==> config.mk <==
export PLATFORM = sky130hd
export DESIGN_NAME = bt_header_top
export DESIGN_NICKNAME = d
export VERILOG_FILES = /design/src/bt_hdr_pkg.sv /design/src/hec_lfsr.sv /design/src/whiten_lfsr.sv /design/src/header_pro.sv /design/src/header_bitp.sv /design/src/bt_header_top.sv
export SDC_FILE = /design/constraint.sdc
export NUM_CORES = 1
export LEC_CHECK = 0
export BUFFER_PORTS_ARGS = -buffer_cell sky130_fd_sc_hd__buf_2
export CAP_MARGIN = 20
export CORE_ASPECT_RATIO = 1.2
export CORE_MARGIN = 2
export CORE_UTILIZATION = 53
export DETAILED_ROUTE_END_ITERATION = 16
export PLACE_DENSITY_LB_ADDON = 0.25
export SLEW_MARGIN = 10
export SYNTH_ARGS = -nofsm -noshare
export SYNTH_HDL_FRONTEND = slang
export SYNTH_SLANG_ARGS = --single-unit
==> constraint.sdc <==
create_clock -name clk_6M -period 4.6 [get_ports clk_6M]
set_clock_uncertainty 0.15 [all_clocks]
set_input_delay 0.69 -clock clk_6M [delete_from_list [all_inputs] [get_ports clk_6M]]
set_output_delay 0.69 -clock clk_6M [all_outputs]
set_load 0.1 [all_outputs]
==> src/bt_hdr_pkg.sv <==
package bt_hdr_pkg;

  typedef logic [3:0] pk_type_t;

  // bit 0 (lt_addr[0]) goes on air first
  typedef struct packed {
    logic       seqn;
    logic       arqn;
    logic       flow;
    pk_type_t   pk_type;
    logic [2:0] lt_addr;
  } hdr_fields_t;

  typedef union packed {
    hdr_fields_t fields;
    logic [9:0]  bits;
  } hdr_word_u;

  // access code
  localparam int PREAMBLE_BITS = 4;
  localparam int SYNC_BITS     = 64;
  localparam int TRAILER_BITS  = 4;

  // header, hec, fec 1/3
  localparam int HDR_BITS = 10;
  localparam int HEC_BITS = 8;
  localparam int FEC_REP  = 3;

  localparam int CODED_BITS     = (HDR_BITS + HEC_BITS) * FEC_REP;
  localparam int TX_PACKET_BITS = PREAMBLE_BITS + SYNC_BITS + TRAILER_BITS + CODED_BITS;

  // D8+D7+D5+D2+D+1, D8 implied
  localparam logic [7:0] HEC_POLY = 8'hA7;
  // D7+D4+1, D7 implied
  localparam logic [6:0] WHITEN_POLY = 7'h11;

endpackage

==> src/hec_lfsr.sv <==
`timescale 1ns/1ps

module hec_lfsr (
  input  logic                            clk_6M,
  input  logic                            rstz,
  input  logic                            init_p,
  input  logic                            shift_p,
  input  logic                            bit_in,
  input  logic [bt_hdr_pkg::HEC_BITS-1:0] seed,
  output logic [bt_hdr_pkg::HEC_BITS-1:0] state
);
  import bt_hdr_pkg::*;

  logic fb;

  // feeding back the top stage itself shifts the remainder out
  assign fb = bit_in ^ state[HEC_BITS-1];

  always_ff @(posedge clk_6M or negedge rstz)
  begin
    if (!rstz)
      state <= '0;
    else if (init_p)
      state <= seed;                 // uap, lsb in stage 0
    else if (shift_p)
      state <= {state[HEC_BITS-2:0], 1'b0} ^ ({HEC_BITS{fb}} & HEC_POLY);
  end

endmodule

==> src/whiten_lfsr.sv <==
`timescale 1ns/1ps

module whiten_lfsr (
  input  logic       clk_6M,
  input  logic       rstz,
  input  logic       init_p,
  input  logic       shift_p,
  input  logic [5:0] seed,
  output logic [6:0] state,
  output logic       out_bit
);
  import bt_hdr_pkg::*;

  assign out_bit = state[6];

  always_ff @(posedge clk_6M or negedge rstz)
  begin
    if (!rstz)
      state <= '0;
    else if (init_p)
      state <= {1'b1, seed};         // clk bits 6..1 below a forced one
    else if (shift_p)
      state <= {state[5:0], 1'b0} ^ ({7{state[6]}} & WHITEN_POLY);
  end

endmodule

==> src/header_pro.sv <==
`timescale 1ns/1ps

module header_pro (
  input  logic                            clk_6M,
  input  logic                            rstz,
  input  logic                            p_1us,
  input  logic                            hdr_start_p,
  input  logic                            coding_en,
  input  logic                            fec_inc_p,
  input  logic                            dir_tx,
  input  logic                            hdr_bit_in,
  input  logic                            rx_bit,
  input  logic [bt_hdr_pkg::HEC_BITS-1:0] uap,
  input  logic [5:0]                      clk_bits,
  input  logic                            whiten_en,
  output logic                            coded_bit,
  output logic                            dec_bit,
  output logic                            hec_rem_zero
);
  import bt_hdr_pkg::*;

  logic [HEC_BITS-1:0] hec_state;
  logic                wht_bit;
  logic [4:0]          info_cnt;
  logic                in_hec;
  logic                info_bit;
  logic                mask;
  logic [1:0]          ones;
  logic [1:0]          votes;
  logic                hec_in;

  // hec word bit 0 is the register top stage, so it leaves lsb first
  assign in_hec   = info_cnt >= 5'(HDR_BITS);
  assign info_bit = in_hec ? hec_state[HEC_BITS-1] : hdr_bit_in;
  assign mask     = whiten_en & wht_bit;
  assign coded_bit = info_bit ^ mask;     // held for the whole triple

  // third sample arrives live on rx_bit
  assign votes   = ones + {1'b0, rx_bit};
  assign dec_bit = votes[1] ^ mask;       // 2 of 3
  assign hec_in  = dir_tx ? info_bit : dec_bit;

  assign hec_rem_zero = (hec_state == '0);

  always_ff @(posedge clk_6M or negedge rstz)
  begin
    if (!rstz)
      ones <= '0;
    else if (fec_inc_p)
      ones <= '0;
    else if (coding_en && p_1us)
      ones <= votes;
  end

  always_ff @(posedge clk_6M or negedge rstz)
  begin
    if (!rstz)
      info_cnt <= '0;
    else if (hdr_start_p)
      info_cnt <= '0;
    else if (fec_inc_p)
      info_cnt <= info_cnt + 5'd1;
  end

  hec_lfsr u_hec (
    .clk_6M  (clk_6M),
    .rstz    (rstz),
    .init_p  (hdr_start_p),
    .shift_p (fec_inc_p),
    .bit_in  (hec_in),
    .seed    (uap),
    .state   (hec_state)
  );

  whiten_lfsr u_whiten (
    .clk_6M  (clk_6M),
    .rstz    (rstz),
    .init_p  (hdr_start_p),
    .shift_p (fec_inc_p),
    .seed    (clk_bits),
    .state   (),
    .out_bit (wht_bit)
  );

  assert property (@(posedge clk_6M) disable iff (!rstz) fec_inc_p |-> coding_en);

endmodule

==> src/header_bitp.sv <==
`timescale 1ns/1ps

module header_bitp (
  input  logic                             clk_6M,
  input  logic                             rstz,
  input  logic                             p_1us,
  input  logic                             tx_valid,
  input  logic [bt_hdr_pkg::HDR_BITS-1:0]  tx_header,
  input  logic [bt_hdr_pkg::SYNC_BITS-1:0] sync_word,
  input  logic [bt_hdr_pkg::HEC_BITS-1:0]  uap,
  input  logic [5:0]                       clk_bits,
  input  logic                             whiten_en,
  input  logic                             rx_start,
  input  logic                             rx_bit,
  input  logic [2:0]                       my_lt_addr,
  output logic                             tx_ready,
  output logic                             tx_bit,
  output logic                             tx_done,
  output logic                             rx_done,
  output logic                             hec_good,
  output logic                             lt_addressed,
  output logic [bt_hdr_pkg::HDR_BITS-1:0]  dec_header
);
  import bt_hdr_pkg::*;

  localparam logic [6:0] PRE_LEN    = 7'(PREAMBLE_BITS);
  localparam logic [6:0] TRL_START  = 7'(PREAMBLE_BITS + SYNC_BITS);
  localparam logic [6:0] CODE_START = 7'(PREAMBLE_BITS + SYNC_BITS + TRAILER_BITS);
  localparam logic [6:0] TX_LAST    = 7'(TX_PACKET_BITS - 1);
  localparam logic [6:0] RX_END     = 7'(TX_PACKET_BITS);

  logic       busy;
  logic       dir_tx;
  logic       tx_pend;
  logic [6:0] bit_cnt;
  logic [1:0] rep_cnt;
  logic [4:0] hdr_idx;
  hdr_word_u  tx_req;
  hdr_word_u  rx_hdr;
  logic       tx_go;
  logic       rx_go;
  logic       end_p;
  logic       coding_en;
  logic       hdr_start_p;
  logic       fec_inc_p;
  logic       hdr_bit_in;
  logic [5:0] sync_idx;
  logic       air_bit;
  logic       coded_bit;
  logic       dec_bit;
  logic       hec_rem_zero;

  assign tx_ready = ~(busy | tx_pend);
  assign tx_go    = p_1us & tx_pend;
  assign rx_go    = p_1us & rx_start & ~busy & ~tx_pend;   // this tick is coded bit 0
  assign end_p    = busy & p_1us & (bit_cnt == (dir_tx ? TX_LAST : RX_END));

  assign coding_en   = (busy & (bit_cnt >= CODE_START) & (bit_cnt <= TX_LAST)) | rx_go;
  assign hdr_start_p = (busy & dir_tx & p_1us & (bit_cnt == CODE_START - 7'd1)) | rx_go;
  assign fec_inc_p   = coding_en & p_1us & (rep_cnt == 2'(FEC_REP - 1));

  assign hdr_bit_in = (hdr_idx < 5'(HDR_BITS)) ? tx_req.bits[hdr_idx[3:0]] : 1'b0;
  assign sync_idx   = bit_cnt[5:0] - 6'(PREAMBLE_BITS);

  always_comb
  begin
    if (bit_cnt < PRE_LEN)
      air_bit = sync_word[0] ^ bit_cnt[0];                 // ends opposite to sync bit 0
    else if (bit_cnt < TRL_START)
      air_bit = sync_word[sync_idx];
    else if (bit_cnt < CODE_START)
      air_bit = ~sync_word[SYNC_BITS-1] ^ bit_cnt[0];
    else
      air_bit = coded_bit;
  end

  assign tx_bit = busy & dir_tx & air_bit;

  always_ff @(posedge clk_6M or negedge rstz)
  begin
    if (!rstz)
    begin
      busy    <= 1'b0;
      dir_tx  <= 1'b0;
      tx_pend <= 1'b0;
      bit_cnt <= '0;
    end
    else
    begin
      if (tx_valid && tx_ready)
        tx_pend <= 1'b1;
      else if (tx_go)
        tx_pend <= 1'b0;

      if (tx_go)
      begin
        busy    <= 1'b1;
        dir_tx  <= 1'b1;
        bit_cnt <= '0;
      end
      else if (rx_go)
      begin
        busy    <= 1'b1;
        dir_tx  <= 1'b0;
        bit_cnt <= CODE_START + 7'd1;  // sample 0 taken on this tick
      end
      else if (end_p)
        busy <= 1'b0;
      else if (busy && p_1us)
        bit_cnt <= bit_cnt + 7'd1;
    end
  end

  always_ff @(posedge clk_6M)
  begin
    if (tx_valid && tx_ready)
      tx_req.bits <= tx_header;
  end

  always_ff @(posedge clk_6M or negedge rstz)
  begin
    if (!rstz)
      rep_cnt <= '0;
    else if (!coding_en)
      rep_cnt <= '0;
    else if (p_1us)
      rep_cnt <= fec_inc_p ? 2'd0 : rep_cnt + 2'd1;
  end

  always_ff @(posedge clk_6M or negedge rstz)
  begin
    if (!rstz)
      hdr_idx <= '0;
    else if (hdr_start_p)
      hdr_idx <= '0;
    else if (fec_inc_p)
      hdr_idx <= hdr_idx + 5'd1;
  end

  // received header, bit 0 first
  always_ff @(posedge clk_6M)
  begin
    if (fec_inc_p && !dir_tx && hdr_idx < 5'(HDR_BITS))
      rx_hdr.bits <= {dec_bit, rx_hdr.bits[HDR_BITS-1:1]};
    if (end_p && !dir_tx)
      dec_header <= rx_hdr.bits;
  end

  always_ff @(posedge clk_6M or negedge rstz)
  begin
    if (!rstz)
    begin
      tx_done      <= 1'b0;
      rx_done      <= 1'b0;
      hec_good     <= 1'b0;
      lt_addressed <= 1'b0;
    end
    else
    begin
      tx_done <= end_p & dir_tx;
      rx_done <= end_p & ~dir_tx;
      if (end_p && !dir_tx)
      begin
        hec_good     <= hec_rem_zero;
        lt_addressed <= hec_rem_zero && (rx_hdr.fields.lt_addr == my_lt_addr);
      end
    end
  end

  header_pro u_pro (
    .clk_6M       (clk_6M),
    .rstz         (rstz),
    .p_1us        (p_1us),
    .hdr_start_p  (hdr_start_p),
    .coding_en    (coding_en),
    .fec_inc_p    (fec_inc_p),
    .dir_tx       (dir_tx),
    .hdr_bit_in   (hdr_bit_in),
    .rx_bit       (rx_bit),
    .uap          (uap),
    .clk_bits     (clk_bits),
    .whiten_en    (whiten_en),
    .coded_bit    (coded_bit),
    .dec_bit      (dec_bit),
    .hec_rem_zero (hec_rem_zero)
  );

  // ready only comes back as a packet ends
  assert property (@(posedge clk_6M) disable iff (!rstz)
                   $rose(tx_ready) |-> (tx_done || rx_done));
  // every packet closes on a whole triple
  assert property (@(posedge clk_6M) disable iff (!rstz)
                   end_p |-> (dir_tx ? fec_inc_p : (rep_cnt == 2'd0)));

endmodule

==> src/bt_header_top.sv <==
`timescale 1ns/1ps

module bt_header_top (
  input  logic                             clk_6M,
  input  logic                             rstz,
  input  logic                             p_1us,
  input  logic [bt_hdr_pkg::SYNC_BITS-1:0] sync_word,
  input  logic [bt_hdr_pkg::HEC_BITS-1:0]  uap,
  input  logic [5:0]                       clk_bits,
  input  logic                             whiten_en,
  input  logic                             tx_valid,
  output logic                             tx_ready,
  input  logic [bt_hdr_pkg::HDR_BITS-1:0]  tx_header,
  output logic                             tx_bit,
  output logic                             tx_done,
  input  logic                             rx_start,
  input  logic                             rx_bit,
  input  logic [2:0]                       my_lt_addr,
  output logic                             rx_done,
  output logic                             hec_good,
  output logic                             lt_addressed,
  output logic [bt_hdr_pkg::HDR_BITS-1:0]  dec_header
);

  header_bitp u_bitp (
    .clk_6M       (clk_6M),
    .rstz         (rstz),
    .p_1us        (p_1us),
    .tx_valid     (tx_valid),
    .tx_header    (tx_header),
    .sync_word    (sync_word),
    .uap          (uap),
    .clk_bits     (clk_bits),
    .whiten_en    (whiten_en),
    .rx_start     (rx_start),
    .rx_bit       (rx_bit),
    .my_lt_addr   (my_lt_addr),
    .tx_ready     (tx_ready),
    .tx_bit       (tx_bit),
    .tx_done      (tx_done),
    .rx_done      (rx_done),
    .hec_good     (hec_good),
    .lt_addressed (lt_addressed),
    .dec_header   (dec_header)
  );

endmodule

# After elaboration in Yosys (flattened, before gate mapping)
# Cells that the tools add are included.
totals:
  regBits: 73
  out_inout_bits: 16
  inputBits: 98
  wordCells: 121
classes:
  reduce_logical: 16
  add_sub_neg: 6
  n_lt_le_gt_ge: 9
  eq_ne: 6
  muxes: 35
  bitwise_logic: 32
ops:
  columns: ["cell", "n"]
  rows:
  - ["$mux W7", 6]
  - ["$mux W5", 4]
  - ["$and A1 B1 Y1", 17]
  - ["$mux W8", 2]
  - ["$mux W1", 15]
  - ["$lt A7 B7 Y1 const B", 2]
  - ["$mux W2", 6]
  - ["$add A5 B1 Y5 const B", 2]
  - ["$logic_not A8 Y1", 1]
  - ["$reduce_bool A2 Y1", 4]
  - ["$xor A8 B8 Y8", 1]
  - ["$add A7 B1 Y7 const B", 1]
  - ["$eq A7 B7 Y1", 1]
  - ["$eq A7 B7 Y1 const B", 1]
  - ["$ge A7 B7 Y1 const B", 1]
  - ["$le A7 B7 Y1 const B", 1]
  - ["$logic_and A1 B1 Y1", 7]
  - ["$lt A6 B7 Y1 const B", 1]
  - ["$lt A7 B3 Y1 const B", 1]
  - ["$xor A7 B5 Y7", 1]
  - ["$bmux W1 S6", 1]
  - ["$reduce_bool A3 Y1", 2]
  - ["$sub A6 B3 Y6 const B", 1]
  - ["$ge A5 B4 Y1 const B", 1]
  - ["other kinds (14)", 24]

# Logic depth before layout (Yosys ltp)
# Gate-level depths: netlist of the first run.
logic_depth:
  word_depth: 9
  ltp_mapped: 12

# Cells and area by module
# Synthesis of the first run repeated with hierarchy kept, for this count alone.
hier_totals:
  hier_cells: 364
  hier_area_um2: 4177.8
modules_own_cells:
  columns: ["module", "area_each_um2", "cells_each", "instances"]
  rows:
  - ["header_bitp", 2907.8, 231, 1]
  - ["header_pro", 464.2, 51, 1]
  - ["hec_lfsr", 457.9, 50, 1]
  - ["whiten_lfsr", 347.8, 32, 1]

# Worst setup path after synthesis of the first run
# Ideal clock, no wire load.
synth_path:
  kind: "register to output"
  start: "reg u_bitp.bit_cnt[2]"
  end: "out tx_bit"
  path_stages_with_launch: 10
  path_buffers: 1
  setup_slack_ns: 0.227
  arrival_time_ns: 3.533
  path_cell_list: "dfrtp_1 -> clkbuf_1 -> clkinv_1 -> ha_1 -> nor2b_1 -> a22oi_1 -> a31oi_1 -> a21oi_1 -> o22a_1 -> a22oi_1"
synth_between:
  elab_chain_len: 6
  elab_cells_between_ends: 10
synth_lines:
  columns: ["item", "line_no", "source"]
  rows:
  - ["start: declaration", "header_bitp.sv:35", "logic [6:0] bit_cnt;"]
  - ["start signal: assignment", "header_bitp.sv:105", "bit_cnt <= CODE_START + 7'd1;"]
  - ["start signal: assignment", "header_bitp.sv:110", "bit_cnt <= bit_cnt + 7'd1;"]
  - ["$sub A6 B3 Y6", "header_bitp.sv:63", "assign sync_idx = bit_cnt[5:0] - 6'(PREAMBLE_BITS);"]
  - ["$bmux W1 S6", "header_bitp.sv:70", "air_bit = sync_word[sync_idx];"]
  - ["$mux W1 (implied by the code)", "header_bitp.sv:70", null]
  - ["$mux W1", "header_bitp.sv:69", "else if (bit_cnt < TRL_START)"]
  - ["$mux W1 *", "header_bitp.sv:67", "if (bit_cnt < PRE_LEN)"]
  - ["$and A1 B1 Y1 *", "header_bitp.sv:77", "assign tx_bit = busy & dir_tx & air_bit;"]
  - ["end: declaration", "bt_header_top.sv:14", "output logic tx_bit,"]
# Mark *: on every way between the ends. The rest lies on a longest branch, timed or not. The select of a mux whose other input is x is not followed.

# Worst setup path after layout of the first run
# Ends and elaborated chain as after synthesis.

==> metrics.md, run 1 <==
| Metric | Value |
|---|---|
| Status | `complete, no violations` |
| Startpoint class of the critical path | `flip-flop` |
| Core Area | `roughly 7600 um^2` |
| Static Leakage | `roughly 2.1 nW` |
| Initial antenna violation count | `0` |
| Worst-skew pair later-pin latency | `approximately 0.35 ns` |
| CP required | `approximately 3.8 ns` |
| FP Rows | `35` |
| Unrepaired setup endpoints after global routing | `no` |
| Hold Crit Class | `flip-flop to flip-flop` |
| Congestion Overflow GR | `0` |
| Fill count | `625` |
| Arrival time worst endpoint | `3.26 ns` |
| Post-synth EDFFs | `30` |
| CTS tree | `yes` |
| Leading cell types by total area after synthesis | `dfrtp_1 26%, edfxtp_1 22%, mux4_2 9.4%, mux2i_1 3.9%, ha_1 3.4%` |
| Commonest register cell after synthesis | `dfrtp_1` |
| Seq pwr share | `between 30% and 40%` |
| N_diodes | `0` |
| First-pass GRT wire length | `14300 um` |
| Setup TNS | `0 ns` |
| Slew Viols, Final | `0` |
| Hold-fix buffers, CTS | `0` |
| Uppermost routed layer | `met4` |
| Tightest Pin Transition | `1.03 ns` |
| Vias per cell | `between 5 and 6` |
| Placed insts | `about 550` |
| Final core utilization | `~65%` |
| Worst reg2reg path depth | `6` |
| Non-filler cells, final | `569` |
| Num CTS Buffers | `9` |
| Final period util | `between 80% and 90%` |
| Slowest CP cell | `dfrtp_1` |
| Max VDD drop | `approximately 760 uV` |
| Largest net degree at the start of global routing | `44` |
| Slowest stage delay, CP | `between 0.6 and 0.7 ns` |
| Hold Path Sink | `u_bitp.rx_hdr[2]$_DFFE_PP_` |
| Die area | `about 8400 um^2` |
| Mean Syn Cell Area | `approximately 11 um^2` |
| Synth area leader | `dfrtp_1` |
| Critical path peak fanout | `15` |
| Kind of critical path | `flip-flop to primary output` |
| DRC | `0` |
| Fin nets | `581` |
| Hold Path Cell Cnt | `0` |
| Worst r2r src | `u_bitp.bit_cnt[2]$_DFFE_PN0P_` |
| Fmax | `244 MHz` |
| Critical Path Sink Type | `primary output` |
| Routed met1 length | `approximately 3600 um` |
| CTS H-tree depth | `3` |
| Die Span X | `between 80 and 90 um` |
| DRT iter0 DRCs | `153` |
| Yosys reg bits | `73` |
| Most used cell, CP | `a22oi_1` |
| Internal Power | `1.39 mW` |
| Sequential share of the synthesized area | `48.6%` |
| Routed wire length | `approximately 8500 um` |
| RD Place Congestion | `a little over 0.9` |
| Initial Utilization | `53.7%` |
| Antenna Nets Post-Route | `0` |
| Routed wire length on met3 | `between 400 and 500 um` |
| Synth async-reset ratio | `58.9%` |
| Worst path cell trace | `clkinv_1 -> ha_1 -> nor2b_1 -> a22oi_1 -> a31oi_1 -> a21oi_1 -> o22a_1 -> a22oi_1 -> buf_2` |
| Synth cell types | `53` |
| Mapped Nets | `roughly 470` |
| Met2 WL | `approximately 4300 um` |
| Cell area after synthesis | `4070 um^2` |
| Vias in the first global route | `~3200` |
| Final Hold Viols | `0` |
| CTS resizes | `0` |
| Clock transition at path regs | `~0.080 ns` |
| Worst r2r dst | `u_bitp.rx_hdr[0]$_DFFE_PP_` |
| Setup violators final | `0` |
| Synthesized netlist cell count | `around 360` |
| CTS root buf | `clkbuf_8` |
| Area Overhead vs Synth | `20.3%` |
| WL per Instance | `around 15 um` |
| # IOs | `around 110` |
| DR vias | `3241` |
| CTS Buffer Depth | `2` |
| Sink Count | `73` |
| Share of cells above drive strength 1 | `about a third` |
| Min Tclk post-route | `slightly above 4 ns` |
| Placed instance area | `~4700 um^2` |
| Number of I/O port buffers | `113` |
| Maxcap violations | `0` |
| PwrDens | `roughly 470 nW/um^2` |
| Combinational share of power | `between 40% and 50%` |
| Clock Power Share | `between 20% and 30%` |
| Finished Cell Area | `~5000 um^2` |
| Yosys top cell area share | `roughly a quarter` |
| Sw Ratio | `39.1%` |
| DRT Pass-1 Iters | `4` |
| Total GRT Usage | `between 20% and 30%` |
| Setup slack, reg-to-reg | `about 1.1 ns` |
| DPL Wire Length | `about 6500 um` |
| Slew HR | `31.4%` |
| Hold path start | `u_bitp.rx_hdr[3]$_DFFE_PP_` |
| Ys Warns | `0` |
| Die H | `roughly 100 um` |
| # Post-CTS Setup Buffers | `0` |
| Net Sw Power | `around 0.90 mW` |
==> critical path: cells and delay by family (launching register included) <==
family / cells / cell delay (ns)
and+or+nand+nor: 1 / 0.21
AOI/OAI and AO/OA: 5 / 0.65
buffers and inverters: 2 / 0.85
DFF: 1 / 0.68
adders and majority gates: 1 / 0.53
==> power by group through the flow <==
stage                     Combinational (mW)  Sequential [mW]  Clock [mW]
after floorplan                        0.752            0.870           0
after global placement                 0.899            0.917           0
after detailed placement               0.917            0.924           0
after CTS                              0.921            0.909       0.474
after global routing                    1.01            0.931       0.505
final                                  0.916            0.912       0.461
==> registers in the layout (all words and copies together) (netlist names), 2 cells and up <==
register,count
u_bitp.bit_cnt,7
u_bitp.dec_header,10
u_bitp.hdr_idx,5
u_bitp.rep_cnt,2
u_bitp.rx_hdr,10
u_bitp.tx_req,10
u_bitp.u_pro.info_cnt,5
u_bitp.u_pro.ones,2
u_bitp.u_pro.u_hec.state,8
u_bitp.u_pro.u_whiten.state,7
==> routing by layer <==
metal	global-route usage, %	up-vias
met1	25.5	1541
met3	4.36	12
met4	7.32	0
met5	0	-
li1	-	1576
met2	37.7	112
==> cells by family after synthesis <==
kind of cell             Yosys count  synth area share (%)
flip-flops                        73                  48.6
buffers and inverters             28                  2.95
AND/OR/NAND/NOR                  123                  15.4
adder cells (fa/ha/maj)           11                  3.39
multiplexers                      35                  13.9
AO/OA/AOI/OAI                     71                  11.2
XOR/XNOR                          21                  4.52
==> worst max path at each step <==
stage                             startpoint     end  slack, ns  cells after the start
3_5_place_dp   u_bitp.bit_cnt[2]$_DFFE_PN0P_  tx_bit       0.90                      9
4_1_cts        u_bitp.bit_cnt[2]$_DFFE_PN0P_  tx_bit       0.52                      9
5_1_grt        u_bitp.bit_cnt[2]$_DFFE_PN0P_  tx_bit       0.26                      9
2_1_floorplan  u_bitp.bit_cnt[2]$_DFFE_PN0P_  tx_bit       0.23                      9
6_report       u_bitp.bit_cnt[2]$_DFFE_PN0P_  tx_bit       0.50                      9
3_3_place_gp   u_bitp.bit_cnt[2]$_DFFE_PN0P_  tx_bit       1.01                      9
==> area by class of cell <==
type	count	area, um^2	share of cell area (%)
clock inverters	7	61.3	1.25
well taps	92	115	2.35
multi-input cells	261	1980	40.5
clock buffers	9	124	2.53
inverters	10	37.5	0.768
flip-flops and latches	73	1980	40.4
repair buffers	117	596	12.2
==> cell usage after synthesis (all sizes together), types with 2 or more instances <==
cell type,count
dfrtp,43
nand2,33
edfxtp,30
nor2,27
o21ai,25
mux4,17
mux2i,16
nand3,16
a21oi,15
xor2,12
clkbuf,11
ha,11
inv,9
xnor2,9
buf,7
nor3,7
nand4,6
a21o,5
a2bb2oi,5
nor4,5
and3,4
and4,4
a211oi,3
a22oi,3
nand4b,3
nor2b,3
a22o,2
and2,2
mux2,2
nand3b,2
nor3b,2
o22ai,2
o31a,2
or2,2
or3,2
==> metrics by stage <==
stage	total power, mW	setup WS (ns)	hold WS [ns]
CTS	2.30	0.517	0.314
finish	2.29	0.499	0.307
global placement	1.82	1.01	0.287
floorplan	1.62	0.227	0.244
detailed placement	1.84	0.903	0.282
global route	2.44	0.257	0.334
==> placed cells by master (no fill, tap or decap), types with 6 or more instances in the layout <==
master    instances
dfrtp_1          43
inv_1             9
mux2i_1          16
ha_1             11
edfxtp_1         30
o21ai_0          13
nand2_1          33
buf_2           113
o21ai_1          12
xnor2_1           9
xor2_1           12
a21oi_1          14
mux4_2           17
clkbuf_8          9
nand3_1          16
nor2_1           27
nand4_1           6
nor3_1            7
Power figures use the tool's default switching activity.
==> run 2, diff against run 1 <==
--- a/config.mk
+++ b/config.mk
@@ -9,7 +9,7 @@
 export CAP_MARGIN = 20
 export CORE_ASPECT_RATIO = 1.2
 export CORE_MARGIN = 2
-export CORE_UTILIZATION = 53
+export CORE_UTILIZATION = 57
 export DETAILED_ROUTE_END_ITERATION = 16
 export PLACE_DENSITY_LB_ADDON = 0.25
 export SLEW_MARGIN = 10
==> constraint.sdc (replaced) <==
create_clock -name clk_6M -period 4.8 [get_ports clk_6M]
set_clock_uncertainty 0.15 [all_clocks]
set_input_delay 0.72 -clock clk_6M [delete_from_list [all_inputs] [get_ports clk_6M]]
set_output_delay 0.72 -clock clk_6M [all_outputs]
set_load 0.1 [all_outputs]
==> run 2 against run 1 <==
Compared with the run above:
- sequential cell count unchanged
- sequential share of layout area about the same
- die area decreased by 6.7%
- register-to-register slack gained 0.32 ns
- utilization grew 6.9 points
- via count grew 1.4%
- combinational power shrank 7.9%
- non-clock buffer count did not move
- setup slack improved by 0.24 ns
- critical path depth unchanged
- final cell count fell by 0.88%
- largest power group is now registers
- highest routed layer unchanged
==> metrics.md, run 2 (synthesis gave the netlist of run 1 again) <==
| Metric | Value |
|---|---|
| First-pass GRT wire length | `approximately 15000 um` |
| CTS tree | `yes` |
| FP Rows | `33` |
| Num CTS Buffers | `9` |
| Critical path peak fanout | `15` |
| Initial antenna violation count | `0` |
| Area Overhead vs Synth | `20.4%` |
| Initial Utilization | `59.3%` |
| Total GRT Usage | `24.5%` |
| Slew HR | `between 30 and 40%` |
| Antenna Nets Post-Route | `0` |
| Die area | `approximately 7800 um^2` |
| Vias in the first global route | `3283` |
| Largest net degree at the start of global routing | `44` |
| Core Area | `just under 7000 um^2` |
| CTS H-tree depth | `3` |
| Arrival time worst endpoint | `between 3 and 4 ns` |
| Routed wire length | `a little under 9000 um` |
| CTS resizes | `0` |
| Max VDD drop | `around 480 uV` |
| Clock transition at path regs | `0.08 ns` |
| Fmax | `approximately 250 MHz` |
| CP required | `3.93 ns` |
| DR vias | `3285` |
| Status | `complete, no violations` |
| RD Place Congestion | `0.870` |
| Placed instance area | `between 4000 and 5000 um^2` |
| Setup TNS | `0 ns` |
| Placed insts | `547` |
| Non-filler cells, final | `~560` |
| Congestion Overflow GR | `0` |
| Setup violators final | `0` |
| Worst-skew pair later-pin latency | `between 0.3 and 0.4 ns` |
| Die H | `96.5 um` |
| Hold Slack | `roughly 0.31 ns` |
| Sink Count | `73` |
| Finished Cell Area | `approximately 4900 um^2` |
| Worst path cell trace | `clkinv_1 -> ha_1 -> nor2b_1 -> a22oi_1 -> a31oi_1 -> a21oi_1 -> o22a_1 -> a22oi_1 -> buf_2` |
| DRT iter0 DRCs | `155` |
| PwrDens | `456 nW/um^2` |
| DRC | `0` |
| Fill count | `523` |
| # Post-CTS Setup Buffers | `0` |
| Most common cell after layout, fill and taps aside | `buf_2` |
| Largest delay share family, worst path | `buffers and inverters` |
| Hold-fix buffers, CTS | `0` |
| DPL Wire Length | `between 6000 and 7000 um` |
| # IOs | `approximately 110` |
| Tot Pwr | `approximately 2.2 mW` |
| Maxcap violations | `0` |
| DRT Pass-1 Iters | `4` |
| Number of I/O port buffers | `roughly 110` |
| Slowest CP cell | `dfrtp_1` |
| Min Tclk post-route | `between 4 and 5 ns` |
| Die Span X | `81.1 um` |
| Most used cell, CP | `a22oi_1` |
| WL per Instance | `15.6 um` |
| Unrepaired setup endpoints after global routing | `no` |
| Tightest Pin Transition | `around 0.94 ns` |
| Slowest stage delay, CP | `roughly 0.67 ns` |
| Final Hold Viols | `0` |
| Hold Crit Class | `flip-flop to flip-flop` |
| Most frequent cells in the layout | `113 x buf_2, 43 x dfrtp_1, 33 x nand2_1, 30 x edfxtp_1, 27 x nor2_1` |
| Worst Path Buf+Inv | `2` |
| Static Leakage | `approximately 2.1 nW` |
| Largest registers | `u_bitp.dec_header: 10 flops, u_bitp.rx_hdr: 10 flops, u_bitp.tx_req: 10 flops` |
| Vias per cell | `roughly 5.8` |
| Final period util | `~85%` |
| Fin nets | `slightly below 600` |
| Share of cells above drive strength 1 | `32.7%` |
| CTS root buf | `clkbuf_8` |
| Slew Viols, Final | `0` |
| Startpoint class of the critical path | `flip-flop` |
| Critical Path Sink Type | `primary output` |
| Kind of critical path | `flip-flop to primary output` |
| N_diodes | `0` |
| CTS Buffer Depth | `2` |
==> run 2: changes by cell type in the layout (fill, tap and decap cells not counted), sizes merged <==
cell	previous run	this run
clkinvlp	2	1
clkinv	1	5
bufinv	0	1
inv	14	10
==> run 2: layer usage <==
metal | GRT usage [%] | routed length [um] | vias to the layer above
li1 | - | - | 1575
met1 | 28.4 | 3470 | 1566
met2 | 43.5 | 4540 | 129
met3 | 5.58 | 573 | 15
met4 | 10.5 | 213 | 0
met5 | 0 | 0 | -
==> run 2: power breakdown <==
group / switching [mW] / internal [mW] / total (mW)
sequential: 0.151 / 0.748 / 0.899
combinational: 0.458 / 0.386 / 0.844
clock: 0.243 / 0.245 / 0.488
total: 0.852 / 1.38 / 2.23
==> run 2: worst paths after layout <==
path                                                     from                                          to  slack, ns  cells after the start
max in group asynchronous                                rstz               u_bitp.bit_cnt[2]$_DFFE_PN0P_       3.55                      1
worst max register to register  u_bitp.bit_cnt[2]$_DFFE_PN0P_                  u_bitp.rx_hdr[2]$_DFFE_PP_       1.45                      7
worst max-delay path            u_bitp.bit_cnt[2]$_DFFE_PN0P_                                      tx_bit       0.74                      9
worst min register to register     u_bitp.rx_hdr[4]$_DFFE_PP_              u_bitp.dec_header[4]$_DFFE_PP_       0.31                      0
worst min-delay path               u_bitp.rx_hdr[4]$_DFFE_PP_              u_bitp.dec_header[4]$_DFFE_PP_       0.31                      0
min in group asynchronous                                rstz  u_bitp.u_pro.u_whiten.state[2]$_DFFE_PN0P_       0.36                      1
==> run 2: per-stage QoR <==
step	util, %	setup WS [ns]
floorplan	-	0.397
global placement	68.3	1.18
detailed placement	68.3	1.13
CTS	71.3	0.724
global route	71.4	0.543
finish	71.4	0.738
==> run 2: area by class of cell <==
type / count / area (um^2) / share of cell area (%)
multi-input combinational: 261 / 1970 / 40.3
clock buffer: 9 / 124 / 2.53
clock inverter: 7 / 80.1 / 1.64
sequential: 73 / 1980 / 40.4
tap: 87 / 109 / 2.22
timing repair buffer: 117 / 596 / 12.2
inverter: 10 / 37.5 / 0.767
==> run 3, diff against run 2 <==
--- a/config.mk
+++ b/config.mk
@@ -9,7 +9,7 @@
 export CAP_MARGIN = 20
 export CORE_ASPECT_RATIO = 1.2
 export CORE_MARGIN = 2
-export CORE_UTILIZATION = 57
+export CORE_UTILIZATION = 53
 export DETAILED_ROUTE_END_ITERATION = 16
 export PLACE_DENSITY_LB_ADDON = 0.25
 export SLEW_MARGIN = 10
==> constraint.sdc (replaced) <==
create_clock -name clk_6M -period 4.25 [get_ports clk_6M]
set_clock_uncertainty 0.15 [all_clocks]
set_input_delay 0.6375 -clock clk_6M [delete_from_list [all_inputs] [get_ports clk_6M]]
set_output_delay 0.6375 -clock clk_6M [all_outputs]
set_load 0.1 [all_outputs]
==> run 3 against run 2 <==
Compared with the run above:
- sequential power up 11%
- combinational power increased by 18%
- worst hold slack lost 0.037 ns
- critical path type unchanged
- critical endpoint unchanged
- largest cell class is now multi-input combinational cells
- largest power group unchanged
==> metrics.md, run 3 (synthesis gave the netlist of run 1 again) <==
| Metric | Value |
|---|---|
| Largest net degree at the start of global routing | `44` |
| Vias in the first global route | `~3200` |
| Final Hold Viols | `0` |
| Crit. Startpoint | `u_bitp.bit_cnt[2]$_DFFE_PN0P_` |
| Congestion Overflow GR | `0` |
| Largest registers | `u_bitp.dec_header: 10 flops, u_bitp.rx_hdr: 10 flops, u_bitp.tx_req: 10 flops` |
| Met2 WL | `roughly 4400 um` |
| WL per Instance | `about 15 um` |
| Share of cells above drive strength 1 | `between 30% and 40%` |
| Routed wire length | `between 8000 and 9000 um` |
| Area Overhead vs Synth | `20.6%` |
| CTS root buf | `clkbuf_8` |
| N_diodes | `0` |
| Die Span X | `about 84 um` |
| Uppermost routed layer | `met4` |
| Slew HR | `roughly 33%` |
| Startpoint class of the critical path | `flip-flop` |
| DR vias | `around 3200` |
| Setup violators final | `0` |
| Tot Pwr | `around 2.5 mW` |
| Routed wire length on met3 | `around 520 um` |
| CTS H-tree depth | `3` |
| Initial antenna violation count | `0` |
| # Post-CTS Setup Buffers | `0` |
| Hold Slack | `approximately 0.27 ns` |
| Unrepaired setup endpoints after global routing | `no` |
| Critical path peak fanout | `15` |
| DRC | `0` |
| Initial Utilization | `between 50% and 60%` |
| Most frequent cells in the layout | `113 x buf_2, 42 x dfrtp_1, 33 x nand2_1, 30 x edfxtp_1, 27 x nor2_1` |
| Total GRT Usage | `roughly 21%` |
| First-pass GRT wire length | `approximately 14000 um` |
| Max VDD drop | `707 uV` |
| FP Rows | `35` |
| # IOs | `about 110` |
| Worst-skew pair later-pin latency | `around 0.35 ns` |
| Arrival time worst endpoint | `roughly 3 ns` |
| Non-filler cells, final | `570` |
| Static Leakage | `~2.1 nW` |
| DPL Wire Length | `~6500 um` |
| Kind of critical path | `flip-flop to primary output` |
| Fin nets | `about 580` |
| Maxcap violations | `0` |
| CTS tree | `yes` |
| Fill count | `between 600 and 700` |
| Clock transition at path regs | `~0.080 ns` |
| Worst r2r src | `u_bitp.bit_cnt[0]$_DFFE_PN0P_` |
| Routed met1 length | `3480 um` |
| Min Tclk post-route | `around 3.8 ns` |
| Num CTS Buffers | `9` |
| PwrDens | `~510 nW/um^2` |
| Setup TNS | `0 ns` |
| Tightest Pin Transition | `about 1 ns` |
| Slew Viols, Final | `0` |
| Fmax | `~260 MHz` |
| DRT iter0 DRCs | `approximately 160` |
| Sink Count | `between 70 and 80` |
| Most common cell after layout, fill and taps aside | `buf_2` |
| RD Place Congestion | `slightly above 0.9` |
| DRT Pass-1 Iters | `5` |
| Placed insts | `approximately 550` |
| CP required | `between 3 and 4 ns` |
| Hold Crit Class | `primary input to async pin` |
| Die H | `99.9 um` |
| Critical Path Sink Type | `primary output` |
| Final period util | `88.9%` |
| Antenna Nets Post-Route | `0` |
| CTS Buffer Depth | `2` |
| Status | `complete, no violations` |
| Number of I/O port buffers | `between 100 and 150` |
| Die area | `8390 um^2` |
| Core Area | `7580 um^2` |
| Vias per cell | `between 5 and 6` |
## run 3: cell count changes in the layout (fill, tap and decap cells not counted), sizes merged
cell      delta
buf          +1
bufinv       -1
clkinv       -4
clkinvlp     +2
inv          +3
## run 3: power breakdown
group / internal [mW] / leakage, nW / switching, mW
registers: 0.847 / 0.818 / 0.149
clock network: 0.222 / 0.0848 / 0.289
logic: 0.444 / 1.23 / 0.550
## run 3: per-stage QoR
step	worst slack, ns	utilization, %	cell area (um^2)
after detailed placement	0.605	62.3	4720
final	0.470	64.7	4900
after CTS	0.208	64.7	4900
after global placement	0.717	62.3	4720
after floorplan	0.519	-	4070
after global routing	0.274	64.7	4900
## run 3: path summary, 6_finish.rpt
check	endpoint	slack [ns]	cells after the start
setup / recovery	tx_bit	0.47	9
hold reg to reg	u_bitp.dec_header[8]$_DFFE_PP_	0.32	0
max in group asynchronous	u_bitp.bit_cnt[2]$_DFFE_PN0P_	3.02	1
hold / removal	u_bitp.u_pro.u_whiten.state[2]$_DFFE_PN0P_	0.27	1
setup reg to reg	u_bitp.rx_hdr[1]$_DFFE_PP_	0.78	6
min in group clk_6M	u_bitp.tx_req[0]$_DFFE_PP_	0.31	1
## run 3: critical path: stages (launching register included)
cell	delay, ns
dfrtp_2	0.54
clkinv_1	0.30
ha_1	0.50
nor2b_1	0.21
a22oi_1	0.08
a31oi_1	0.16
a21oi_1	0.06
o22a_1	0.20
a22oi_2	0.15
buf_2	0.45
## run 3: layer usage
metal | GRT usage [%] | vias to the layer above
li1 | - | 1575
met1 | 25.8 | 1519
met2 | 37.7 | 133
met3 | 4.28 | 17
met4 | 8.68 | 0
met5 | 0 | -
## run 3: cell type report
class | instances | area, um^2 | share of cell area (%)
clock buffers | 9 | 124 | 2.53
clock inverters | 7 | 60.1 | 1.23
flip-flops and latches | 73 | 1980 | 40.4
inverters | 10 | 37.5 | 0.766
well taps | 92 | 115 | 2.35
repair buffers | 118 | 603 | 12.3
multi-input cells | 261 | 1980 | 40.5
## run 3: timing repair
| action | 4_1_cts | 5_1_grt |
|---|---|---|
| endpoints found under the setup margin | 0 | 1 |
| hold buffers | 0 | 0 |
| resized for setup | 0 | 1 |
